File: src/design/video_pkg.sv
`default_nettype none
/* shared widths and types for the video timing core
   imported by every design module and by the testbench */

package video_pkg;

	// beam position, horizontal or vertical
	typedef logic [9:0] coord_t;

	// host register port
	typedef logic [7:0] reg_addr_t;	// byte address into the bank
	typedef logic [7:0] reg_data_t;	// one register

	typedef logic [15:0] frame_ctr_t;	// wraps silently
	typedef logic [3:0]  div_t;	// pixel divider phase

	// raster trigger slots
	localparam int NUM_TRIGGERS = 24;

	// slot i: bit 2i horizontal hit, bit 2i+1 vertical hit
	typedef logic [2*NUM_TRIGGERS-1:0] trig_vec_t;

	// one bit per slot, lsb is slot 0
	typedef logic [NUM_TRIGGERS-1:0] irq_mask_t;

endpackage

`default_nettype wire

File: src/design/hw_ctrl_regs.sv
`timescale 1ns/10ps
`default_nettype none
/* host register bank behind a four-phase req/ack port
   holds trigger positions, irq enables and the write-only clear strobes */

module hw_ctrl_regs #(
	parameter int REGS_SIZE   = 8,	// address width, must cover the map
	parameter int BASE_OFFSET = 32	// first trigger slot register
) (
	input  wire                           pclk,
	input  wire                           reset,
	input  wire                           host_req,
	input  wire                           host_we,
	input  wire video_pkg::reg_addr_t     host_addr,
	input  wire video_pkg::reg_data_t     host_wdata,
	output logic                          host_ack,
	output video_pkg::reg_data_t          host_rdata,
	output logic [video_pkg::NUM_TRIGGERS*$bits(video_pkg::coord_t)-1:0] trigger_pos_h,
	output logic [video_pkg::NUM_TRIGGERS*$bits(video_pkg::coord_t)-1:0] trigger_pos_v,
	output video_pkg::irq_mask_t          irq_enable,
	output video_pkg::irq_mask_t          irq_clear
);
	import video_pkg::*;

	localparam int DEPTH    = 2**REGS_SIZE;
	localparam int CW       = $bits(coord_t);
	localparam int EN_BASE  = BASE_OFFSET + 4*NUM_TRIGGERS;	// three enable bytes
	localparam int CLR_BASE = EN_BASE + 3;	// three clear bytes

	typedef enum logic [1:0] {ST_IDLE, ST_ACK, ST_WAIT_REQ_LOW} state_t;

	state_t               state;
	reg_data_t            regs [0:DEPTH-1];
	logic [REGS_SIZE-1:0] idx;
	logic                 is_clr;	// address hits a clear register

	assign idx    = host_addr[REGS_SIZE-1:0];
	assign is_clr = (int'(host_addr) >= CLR_BASE) && (int'(host_addr) < CLR_BASE + 3);

	// handshake and register access
	always_ff @(posedge pclk)
	begin
		irq_clear <= '0;	// one-cycle strobe
		if (reset)
		begin
			state    <= ST_IDLE;
			host_ack <= 1'b0;
			for (int a = 0; a < DEPTH; a++)
				regs[a] <= '0;
		end
		else
		begin
			case (state)
			ST_IDLE:
				if (host_req)	// new access with ack low
				begin
					host_ack   <= 1'b1;
					state      <= ST_ACK;
					host_rdata <= regs[idx];	// clear regs are never stored so read as zero
					if (host_we && is_clr)
					begin
						for (int k = 0; k < 3; k++)
							if (int'(host_addr) == CLR_BASE + k)
								irq_clear[k*8 +: 8] <= host_wdata;
					end
					else if (host_we)
						regs[idx] <= host_wdata;
				end
			ST_ACK:
			begin
				host_ack <= host_req;	// host may already have dropped req
				state    <= host_req ? ST_WAIT_REQ_LOW : ST_IDLE;
			end
			ST_WAIT_REQ_LOW:
				if (!host_req)
				begin
					host_ack <= 1'b0;
					state    <= ST_IDLE;
				end
			default:
				state <= ST_IDLE;
			endcase
		end
	end

	// pack high/low bytes into coordinates for the compare logic
	always_comb
	begin
		for (int i = 0; i < NUM_TRIGGERS; i++)
		begin
			trigger_pos_h[i*CW +: CW] = {regs[BASE_OFFSET + 4*i][1:0], regs[BASE_OFFSET + 4*i + 1]};
			trigger_pos_v[i*CW +: CW] = {regs[BASE_OFFSET + 4*i + 2][1:0], regs[BASE_OFFSET + 4*i + 3]};
		end
	end

	assign irq_enable = {regs[EN_BASE + 2], regs[EN_BASE + 1], regs[EN_BASE]};	// slot 0 in lsb

endmodule

`default_nettype wire

File: src/design/sync_generator.sv
`timescale 1ns/10ps
`default_nettype none
/* raster timing: pixel enable, beam counters, sync/display enables,
   frame counter and raster trigger compare against packed slot positions */

module sync_generator #(
	parameter int H_RES           = 640,
	parameter int V_RES           = 480,
	parameter int IMAGE_OFFSET_X  = 16,	// room for objects left of the screen
	parameter int IMAGE_OFFSET_Y  = 16,
	parameter int H_FRONT_PORCH   = 16,
	parameter int HSYNC_WIDTH     = 96,
	parameter int H_BACK_PORCH    = 48,
	parameter int V_FRONT_PORCH   = 10,
	parameter int VSYNC_HEIGHT    = 2,
	parameter int V_BACK_PORCH    = 33,
	parameter int PIX_CLK_DIVIDER = 4	// pixel lasts PIX_CLK_DIVIDER+1 clocks
) (
	input  wire                         pclk,
	input  wire                         reset,
	input  wire [video_pkg::NUM_TRIGGERS*$bits(video_pkg::coord_t)-1:0] trigger_pos_h,
	input  wire [video_pkg::NUM_TRIGGERS*$bits(video_pkg::coord_t)-1:0] trigger_pos_v,
	output logic                        pix_tick,
	output logic                        hsync,
	output logic                        vsync,
	output logic                        hde,
	output logic                        vde,
	output video_pkg::frame_ctr_t       frame_ctr,
	output video_pkg::trig_vec_t        raster_triggers
);
	import video_pkg::*;

	localparam int CW        = $bits(coord_t);
	localparam int LINE      = H_RES + H_FRONT_PORCH + HSYNC_WIDTH + H_BACK_PORCH;
	localparam int SCANLINES = V_RES + V_FRONT_PORCH + VSYNC_HEIGHT + V_BACK_PORCH;

	// event points, wrapped into the line/frame so small screens still work
	// hsync points are one pixel early since hsync is registered
	localparam coord_t HS_STA = coord_t'((IMAGE_OFFSET_X + H_RES + H_FRONT_PORCH - 1) % LINE);
	localparam coord_t HS_END =
		coord_t'((IMAGE_OFFSET_X + H_RES + H_FRONT_PORCH + HSYNC_WIDTH - 1) % LINE);
	localparam coord_t VS_STA = coord_t'((IMAGE_OFFSET_Y + V_RES + V_FRONT_PORCH) % SCANLINES);
	localparam coord_t VS_END =
		coord_t'((IMAGE_OFFSET_Y + V_RES + V_FRONT_PORCH + VSYNC_HEIGHT) % SCANLINES);
	localparam coord_t HDE_STA = coord_t'(IMAGE_OFFSET_X % LINE);
	localparam coord_t HDE_END = coord_t'((IMAGE_OFFSET_X + H_RES) % LINE);
	localparam coord_t VDE_STA = coord_t'(IMAGE_OFFSET_Y % SCANLINES);
	localparam coord_t VDE_END = coord_t'((IMAGE_OFFSET_Y + V_RES) % SCANLINES);
	localparam coord_t H_LAST  = coord_t'(LINE - 1);
	localparam coord_t V_LAST  = coord_t'(SCANLINES - 1);

	div_t   div;	// pixel divider phase
	coord_t h_count;	// beam x
	coord_t v_count;	// beam y

	assign pix_tick = (div == '0);

	// pixel clock divider
	always_ff @(posedge pclk)
	begin
		if (reset)
			div <= '0;	// known phase after reset
		else if (div == div_t'(PIX_CLK_DIVIDER))
			div <= '0;
		else
			div <= div + 1'b1;
	end

	always_ff @(posedge pclk)
	begin
		if (reset)	// restart two pixels before end of visible line, near frame end
		begin
			h_count         <= coord_t'(IMAGE_OFFSET_X + H_RES - 2);
			v_count         <= coord_t'(SCANLINES - 2);
			hsync           <= 1'b0;
			vsync           <= 1'b0;
			hde             <= 1'b0;
			vde             <= 1'b0;
			frame_ctr       <= '0;
			raster_triggers <= '0;
		end
		else if (pix_tick)	// once per pixel
		begin
			// horizontal hits, one pixel wide
			for (int i = 0; i < NUM_TRIGGERS; i++)
				raster_triggers[2*i] <= (h_count == trigger_pos_h[i*CW +: CW]);

			if (h_count == HDE_STA)
				hde <= 1'b1;
			else if (h_count == HDE_END)
				hde <= 1'b0;

			if (h_count == HS_STA)
				hsync <= 1'b1;
			else if (h_count == HS_END)
				hsync <= 1'b0;

			if (v_count == VS_STA)
				vsync <= 1'b1;
			else if (v_count == VS_END)
				vsync <= 1'b0;

			if (h_count == H_LAST)	// end of line
			begin
				h_count <= '0;

				// vertical hits, held for a whole line
				for (int i = 0; i < NUM_TRIGGERS; i++)
					raster_triggers[2*i+1] <= (v_count == trigger_pos_v[i*CW +: CW]);

				if (v_count == VDE_STA)
					vde <= 1'b1;
				else if (v_count == VDE_END)
					vde <= 1'b0;

				if (v_count == V_LAST)	// end of frame
				begin
					v_count   <= '0;
					frame_ctr <= frame_ctr + 1'b1;
				end
				else
					v_count <= v_count + 1'b1;
			end
			else
				h_count <= h_count + 1'b1;
		end
	end

endmodule

`default_nettype wire

File: src/design/raster_irq.sv
`timescale 1ns/10ps
`default_nettype none
/* raster interrupt unit: latches enabled vertical triggers as sticky
   pending bits, cleared by the register bank strobe; drives one irq line */

module raster_irq (
	input  wire                        pclk,
	input  wire                        reset,
	input  wire                        pix_tick,
	input  wire video_pkg::trig_vec_t  raster_triggers,
	input  wire video_pkg::irq_mask_t  irq_enable,
	input  wire video_pkg::irq_mask_t  irq_clear,
	output video_pkg::irq_mask_t       irq_pending,
	output logic                       irq
);
	import video_pkg::*;

	irq_mask_t v_trig;	// vertical bit of each slot
	irq_mask_t set_mask;

	// pick odd bits out of the trigger vector
	always_comb
	begin
		for (int i = 0; i < NUM_TRIGGERS; i++)
			v_trig[i] = raster_triggers[2*i+1];
	end

	// sampled on pixel enable only, trigger bits move with the beam
	assign set_mask = pix_tick ? (v_trig & irq_enable) : '0;

	always_ff @(posedge pclk)
	begin
		if (reset)
		begin
			irq_pending <= '0;
			irq         <= 1'b0;
		end
		else
		begin
			irq_pending <= (irq_pending & ~irq_clear) | set_mask;	// set beats clear
			irq         <= |irq_pending;	// one cycle behind pending
		end
	end

endmodule

`default_nettype wire

File: src/design/video_timing_top.sv
`timescale 1ns/10ps
`default_nettype none
/* video timing core top: register bank, sync generator and raster irq
   all screen, porch and divider parameters enter here */

module video_timing_top #(
	parameter int H_RES           = 640,
	parameter int V_RES           = 480,
	parameter int IMAGE_OFFSET_X  = 16,
	parameter int IMAGE_OFFSET_Y  = 16,
	parameter int H_FRONT_PORCH   = 16,
	parameter int HSYNC_WIDTH     = 96,
	parameter int H_BACK_PORCH    = 48,
	parameter int V_FRONT_PORCH   = 10,
	parameter int VSYNC_HEIGHT    = 2,
	parameter int V_BACK_PORCH    = 33,
	parameter int PIX_CLK_DIVIDER = 4,
	parameter int REGS_SIZE       = 8,
	parameter int BASE_OFFSET     = 32
) (
	input  wire                        pclk,
	input  wire                        reset,
	input  wire                        host_req,
	input  wire                        host_we,
	input  wire video_pkg::reg_addr_t  host_addr,
	input  wire video_pkg::reg_data_t  host_wdata,
	output wire                        host_ack,
	output wire video_pkg::reg_data_t  host_rdata,
	output wire                        hsync,
	output wire                        vsync,
	output wire                        hde,
	output wire                        vde,
	output wire video_pkg::frame_ctr_t frame_ctr,
	output wire video_pkg::trig_vec_t  raster_triggers,
	output wire                        pix_tick,
	output wire video_pkg::irq_mask_t  irq_pending,
	output wire                        irq
);
	import video_pkg::*;

	localparam int POS_W = NUM_TRIGGERS * $bits(coord_t);	// 24 packed coordinates

	wire [POS_W-1:0] trigger_pos_h;
	wire [POS_W-1:0] trigger_pos_v;
	irq_mask_t       irq_enable;
	irq_mask_t       irq_clear;	// one-cycle strobe from the bank

	hw_ctrl_regs #(
		.REGS_SIZE   (REGS_SIZE),
		.BASE_OFFSET (BASE_OFFSET)
	) u_regs (
		.pclk          (pclk),
		.reset         (reset),
		.host_req      (host_req),
		.host_we       (host_we),
		.host_addr     (host_addr),
		.host_wdata    (host_wdata),
		.host_ack      (host_ack),
		.host_rdata    (host_rdata),
		.trigger_pos_h (trigger_pos_h),
		.trigger_pos_v (trigger_pos_v),
		.irq_enable    (irq_enable),
		.irq_clear     (irq_clear)
	);

	sync_generator #(
		.H_RES           (H_RES),
		.V_RES           (V_RES),
		.IMAGE_OFFSET_X  (IMAGE_OFFSET_X),
		.IMAGE_OFFSET_Y  (IMAGE_OFFSET_Y),
		.H_FRONT_PORCH   (H_FRONT_PORCH),
		.HSYNC_WIDTH     (HSYNC_WIDTH),
		.H_BACK_PORCH    (H_BACK_PORCH),
		.V_FRONT_PORCH   (V_FRONT_PORCH),
		.VSYNC_HEIGHT    (VSYNC_HEIGHT),
		.V_BACK_PORCH    (V_BACK_PORCH),
		.PIX_CLK_DIVIDER (PIX_CLK_DIVIDER)
	) u_sync (
		.pclk            (pclk),
		.reset           (reset),
		.trigger_pos_h   (trigger_pos_h),
		.trigger_pos_v   (trigger_pos_v),
		.pix_tick        (pix_tick),
		.hsync           (hsync),
		.vsync           (vsync),
		.hde             (hde),
		.vde             (vde),
		.frame_ctr       (frame_ctr),
		.raster_triggers (raster_triggers)
	);

	raster_irq u_irq (
		.pclk            (pclk),
		.reset           (reset),
		.pix_tick        (pix_tick),
		.raster_triggers (raster_triggers),
		.irq_enable      (irq_enable),
		.irq_clear       (irq_clear),
		.irq_pending     (irq_pending),
		.irq             (irq)
	);

endmodule

`default_nettype wire

File: config.mk
export PLATFORM = sky130hd
export DESIGN_NAME = video_timing_top
export DESIGN_NICKNAME = d
export VERILOG_FILES = /design/src/design/video_pkg.sv /design/src/design/hw_ctrl_regs.sv /design/src/design/sync_generator.sv /design/src/design/raster_irq.sv /design/src/design/video_timing_top.sv
export SDC_FILE = /design/constraint.sdc
export NUM_CORES = 2
export LEC_CHECK = 0
export BUFFER_PORTS_ARGS = -buffer_cell sky130_fd_sc_hd__buf_2
export CAP_MARGIN = 20
export CORE_MARGIN = 5
export CORE_UTILIZATION = 45
export DETAILED_ROUTE_END_ITERATION = 8
export GPL_TIMING_DRIVEN = 0
export PLACE_DENSITY = 0.59
export SETUP_SLACK_MARGIN = 0.5
export SLEW_MARGIN = 20
export SYNTH_ARGS = -nofsm -noshare
export SYNTH_HDL_FRONTEND = slang
export SYNTH_SLANG_ARGS = --single-unit
File: constraint.sdc
create_clock -name pclk -period 8.1 [get_ports pclk]
set_input_delay 1.62 -clock pclk [delete_from_list [all_inputs] [get_ports pclk]]
set_output_delay 1.62 -clock pclk [all_outputs]
set_load 0.02 [all_outputs]
== Yosys cells after proc, flatten, opt, wreduce, memory -nomap -nowiden ==
Memories as Yosys holds them, arrays and structs flattened. A register that Yosys moved wholly into a read port is not among the register bits.
Cells that the tools add are included.
Storage, ports and cells
  memories: 1
  output and inout port bits: 103
  input bits: 20
  bits in registers: 144
  RAM bits: 2048
  logic and storage cells: 154
Operators by class
  reductions and logical operators: 24
  $add $sub $neg: 4
  magnitude comparators: 2
  bitwise logic cells: 11
  muxes and demuxes: 29
  eq/ne operators: 66
Memory list
  u_regs.regs: depth 256, width 8, rd ports 100, clocked after memory_dff 1, write ports 256, line hw_ctrl_regs.sv:33  | reg_data_t regs [0:DEPTH-1];
Operators with widths (count)
  $eq 10x10->1: 48
  $eq 10x10->1 const B: 5
  $and 24x24->24: 2
  $eq 10x9->1 const B: 3
  $eq 8x8->1 const B: 3
  $mux 24: 1
  $not 24->24: 1
  $or 24x24->24: 1
  $reduce_or 24->1: 1
  $add 10x1->10 const B: 2
  $eq 10x5->1 const B: 2
  $mux 10: 2
  $mux 1: 19
  $add 16x1->16 const B: 1
  $mux 8: 2
  $reduce_or 5->1: 3
  $reduce_and 3->1: 4
  $reduce_and 2->1: 5
  $ge 8x8->1 const B: 1
  $lt 8x8->1 const B: 1
  $reduce_bool 2->1: 4
  $reduce_or 8->1: 1
  $not 1->1: 7
  $mux 2: 3
  other kinds (12): 14

== Longest topological paths before layout ==
  depth in word-level cells: 10
  mapped depth: 10
  mapped depth without buffers: 8

== Hierarchy ==
From an unflattened synthesis, not the netlist that was laid out.
Second synthesis, totals
  cell total of the unflattened synthesis: 7494
  area total of the unflattened synthesis: 105525.0 µm²
Modules (own cells, without submodules)
  hw_ctrl_regs: times used 1, area an instance 95331.4 µm², cells each 6244
  sync_generator: times used 1, area an instance 9205.1 µm², cells each 1140
  raster_irq: times used 1, area an instance 988.4 µm², cells each 110

== Least setup slack after synthesis ==
No wires, ideal clock.
  path type: in2reg
  start: input host_addr[0]
  end: register u_regs.host_rdata[0] (read register of u_regs.regs) (data pin)
  data arrival time: 3690 ps
  stages on the path: 8
  setup slack: 4135 ps
  path buffers: 3
  setup time: 275 ps
  path through: buf_2 -> buf_2 -> buf_1 -> mux4_2 -> a22oi_1 -> a21oi_1 -> o41ai_1 -> nand4_1
RTL lines
  start, declared: line video_timing_top.sv:25  | input wire video_pkg::reg_addr_t host_addr,
  end, declared: line hw_ctrl_regs.sv:17  | output video_pkg::reg_data_t host_rdata,

==> impl_metrics.yaml <==
logic_synthesis:
  synthDistinctLibCells: 54
  synth_mux_area_share_pct: 10.9
  synth-compound-area-share_pct: 4.75
  synth_fa_ha_area_share_pct: 0.0948
  synthCells: 7521
  ys_seq_elements: 2200
  synth_top_family_by_area: "simple AND/OR/NAND/NOR gates"
  yosysWarnings: 0
  synth-seq-area-share_pct: 61.2
  syn_area_per_cell_sq_um: 14.0
  synthSimpleGateAreaFrac_pct: 15.4
  synth_area_sq_um: 106000
  synth_xor_area_share_pct: 4.18
worst_setup_path:
  critPathMaxFanout: 11
  cp_common_cell: "clkbuf_1"
  crit_buf_inv: 3
  critPathMaxStageDelay_ns: 1.11
  worstSetupEndpointType: "flip-flop"
  cp_slowest_cell: "o41ai_1"
  critPathArrivalTime_ns: 7.11
  rrSetupSlack_ns: 2.55
  worstSetupPathType: "input pin to flip-flop"
  crit_family: "buffers and inverters"
  cp-start-kind: "input pin"
  cp_cell_sequence: "clkbuf_1, clkbuf_1, clkbuf_2, mux4_2, a22oi_1, a21oi_1, o41ai_1, nand4_1"
  required_ns: 8.51
min_path:
  min_path_type: "flip-flop to flip-flop"
clocking:
  clock_sinks: 2200
  cts.path.max_buffers: 3
  insertion_delay_ns: 0.95
  clockRootBuffer: "clkbuf_16"
  cts_tree: "done"
  htree_levels: 4
  cts_resized: 0
  post-cts-setup-buffers: 0
  cts_buffers: 235
  clkTransAtPathRegs_ns: 0.06
  holdBufCountCts: 0
detailed_routing:
  highest_layer: "met5"
  drtPass1Iterations: 6
  wl_per_cell_microns: 48.1
  avgViaCountPerCell: 7.05
  drt-total-wl_microns: 552000
  wl_met1_microns: 187000
  vias: 80900
  wl_met3_microns: 77700
  met2_length_microns: 227000
  drc: 0
  drt_iter0_drc: 16000
  ant_nets: 0
layout:
  nFillCells: 19900
  drive_above_1_share_pct: 18.4
  fin_nets: 8031
  areaGrowthSynthToFinish_pct: 14.6
pwr:
  p_leak_nw: 48.6
  max-vdd-ir-drop_mv: 0.225
  p_int_mw: 19.6
  p_seq_share_pct: 48.6
  swShare_pct: 26.8
  p_per_area_nw_per_um2: 221
  comb_power_share_pct: 10.3
  power.switching_mw: 7.16
  power.share.clock_pct: 41.1
timing:
  rsz0062_at_grt: "no"
  setup_viol: 0
  fin_ws_ns: 1.40
  drv_slew: 0
  final.period_utilization_pct: 82.8
  min_period_ns: 6.70
  maxSlewHeadroom_pct: 6.58
  clock_skew_ns: 0.0715
  final_hold_viol_count: 0
  fmax_ghz: 0.149
  worstMarginPinSlew_ns: 1.40
  finalSetupTns_ns: 0
global_route:
  grt_antenna_before_repair: 123
  overflow: 0
  grt_pass1_vias: 75000
  track_usage_pct: 44.3
  grt_max_degree: 20
  grt_pass1_wl_microns: 711000
floorplanning:
  start_util_pct: 45.3
  die_h_microns: 494
  core.rowCount: 177
  coreArea_sq_um: 233000
  design.die.area_sq_um: 244000
  dieWidth_microns: 494
  ioPinCount: 123
place:
  dp_slack_ns: 0.952
  place_hpwl_microns: 412000
  gp_congestion: 1.15
  port_buffers: 112
flow_run:
  drv_cap: 0
run_status:
  status: "finished clean"
[worst register-to-register path: cells and delay by family, from the launching register on]
| family | cells | cell delay, ns |
|---|---|---|
| compound gates | 1 | 0.59 |
| flops | 1 | 0.34 |
| buf+inv | 3 | 2.03 |
| simple gates | 3 | 2.21 |
[synthesized netlist by cell type, drive strengths merged]
library cell | instances | area share, %
nor2 | 144 | 0.73
a31oi | 1 | 0.0059
clkbuf | 760 | 2.7
and3b | 1 | 0.0083
or2 | 66 | 0.39
o21ai | 8 | 0.038
a22oi | 256 | 1.8
nand4 | 53 | 0.31
buf | 143 | 0.62
nand3 | 53 | 0.25
a41oi | 1 | 0.0083
nor4 | 76 | 0.51
inv | 38 | 0.14
and3 | 1519 | 9.0
nand2 | 64 | 0.23
edfxtp | 2056 | 58
o31ai | 5 | 0.036
nor3b | 3 | 0.021
a21o | 192 | 1.4
xor2 | 359 | 3.0
nor3 | 75 | 0.41
conb | 1 | 0.0036
mux4 | 512 | 11
a21oi | 178 | 0.84
or3 | 8 | 0.047
or3b | 2 | 0.017
a2bb2oi | 1 | 0.0083
dfxtp | 144 | 2.7
a211o | 2 | 0.017
mux2i | 2 | 0.019
nand4b | 1 | 0.0083
nor4b | 2 | 0.031
a32oi | 39 | 0.32
nor2b | 8 | 0.047
ha | 8 | 0.095
and2 | 542 | 3.2
o41ai | 32 | 0.27
nand2b | 7 | 0.041
or4 | 5 | 0.036
and4 | 5 | 0.041
o21bai | 3 | 0.021
xnor2 | 145 | 1.2
or4b | 1 | 0.0095
[power by group through the flow]
stage	clock (mW)	sequential (mW)	combinational [mW]
3_3_place_gp	0	13.2	2.47
5_1_grt	11.3	13.0	2.69
4_1_cts	10.9	13.0	2.60
6_report	11.0	13.0	2.75
2_1_floorplan	0	13.1	1.24
3_5_place_dp	0	13.2	2.59
[layout by cell type (no fill, tap or decap), types with 31 or more instances in the layout]
cell type,instances
a21oi_1,177
nor2_1,111
clkinv_1,50
nand4_1,53
or2_2,66
buf_12,48
clkbuf_2,198
nand3_1,53
a32oi_1,39
buf_2,232
xnor2_1,145
nor4_1,70
a21o_1,192
clkinv_2,38
diode_2,132
xor2_1,359
inv_1,38
buf_16,43
nand2_1,63
edfxtp_1,2056
nor2_4,31
dfxtp_1,144
and3_1,1519
clkbuf_1,628
mux4_2,512
and2_1,542
nor3_1,63
a22oi_1,256
clkbuf_16,240
[state kept, by name, indices dropped and copies added, names as in the netlist, 2 cells and up]
register,flops
u_irq.irq_pending,24
u_regs.host_rdata,8
u_regs.irq_clear,24
u_regs.regs,2048
u_regs.state,2
u_sync.div,4
u_sync.frame_ctr,16
u_sync.h_count,10
u_sync.raster_triggers,48
u_sync.v_count,10
[through the flow]
stage               std cells  power (mW)  instance area [sq um]  hold WS [ns]  util [%]
finish                  11500        26.7                 121000         0.451      51.9
global route            11400        27.0                 121000         0.482      51.8
CTS                     11300        26.5                 121000         0.453      51.7
detailed placement      10900        15.8                 113000         0.445      48.5
global placement        10800        15.7                 110000         0.442      47.3
floorplan                7544        14.4                 106000         0.452         -
[worst paths after layout]
check	start	endpoint	depth (start not counted)
max	host_addr[1]	u_regs.host_rdata[5]$_DFFE_PP_	8
min	u_sync.raster_triggers[0]$_SDFFE_PP0P_	u_sync.raster_triggers[0]$_SDFFE_PP0P_	2
max reg2reg	u_regs.state[1]$_SDFFE_PP0P_	u_regs.regs[52][7]$_SDFFCE_PN0P_	7
min reg2reg	u_sync.raster_triggers[0]$_SDFFE_PP0P_	u_sync.raster_triggers[0]$_SDFFE_PP0P_	2
[cell type report]
class                           instances  area, sq um  area share, %
Antenna cell                          132          330          0.273
Inverter                               38          143          0.118
Clock inverter                        125         1260           1.04
Sequential cell                      2200        64600           53.4
Timing Repair Buffer                  222         2940           2.43
Buffer                                903         3820           3.16
Clock buffer                          317         6410           5.30
Tap cell                             3132         3920           3.24
Multi-Input combinational cell       4403        37500           31.0
[logic make-up after synthesis]
kind of cell,Yosys count
AOI/OAI and AO/OA,718
xor gates and xnor gates,504
muxes,514
buffers and inverters,941
DFF,2200
other,1
adders and majority gates,8
and+or+nand+nor,2635
[per-layer routing]
layer | vias up | track usage (%)
met1 | 41200 | 54.7
met4 | 36 | 38.7
li1 | 29900 | -
met2 | 7802 | 61.2
met3 | 1960 | 15.9
met5 | - | 0.0391
(Power assumes the default switching activity.)
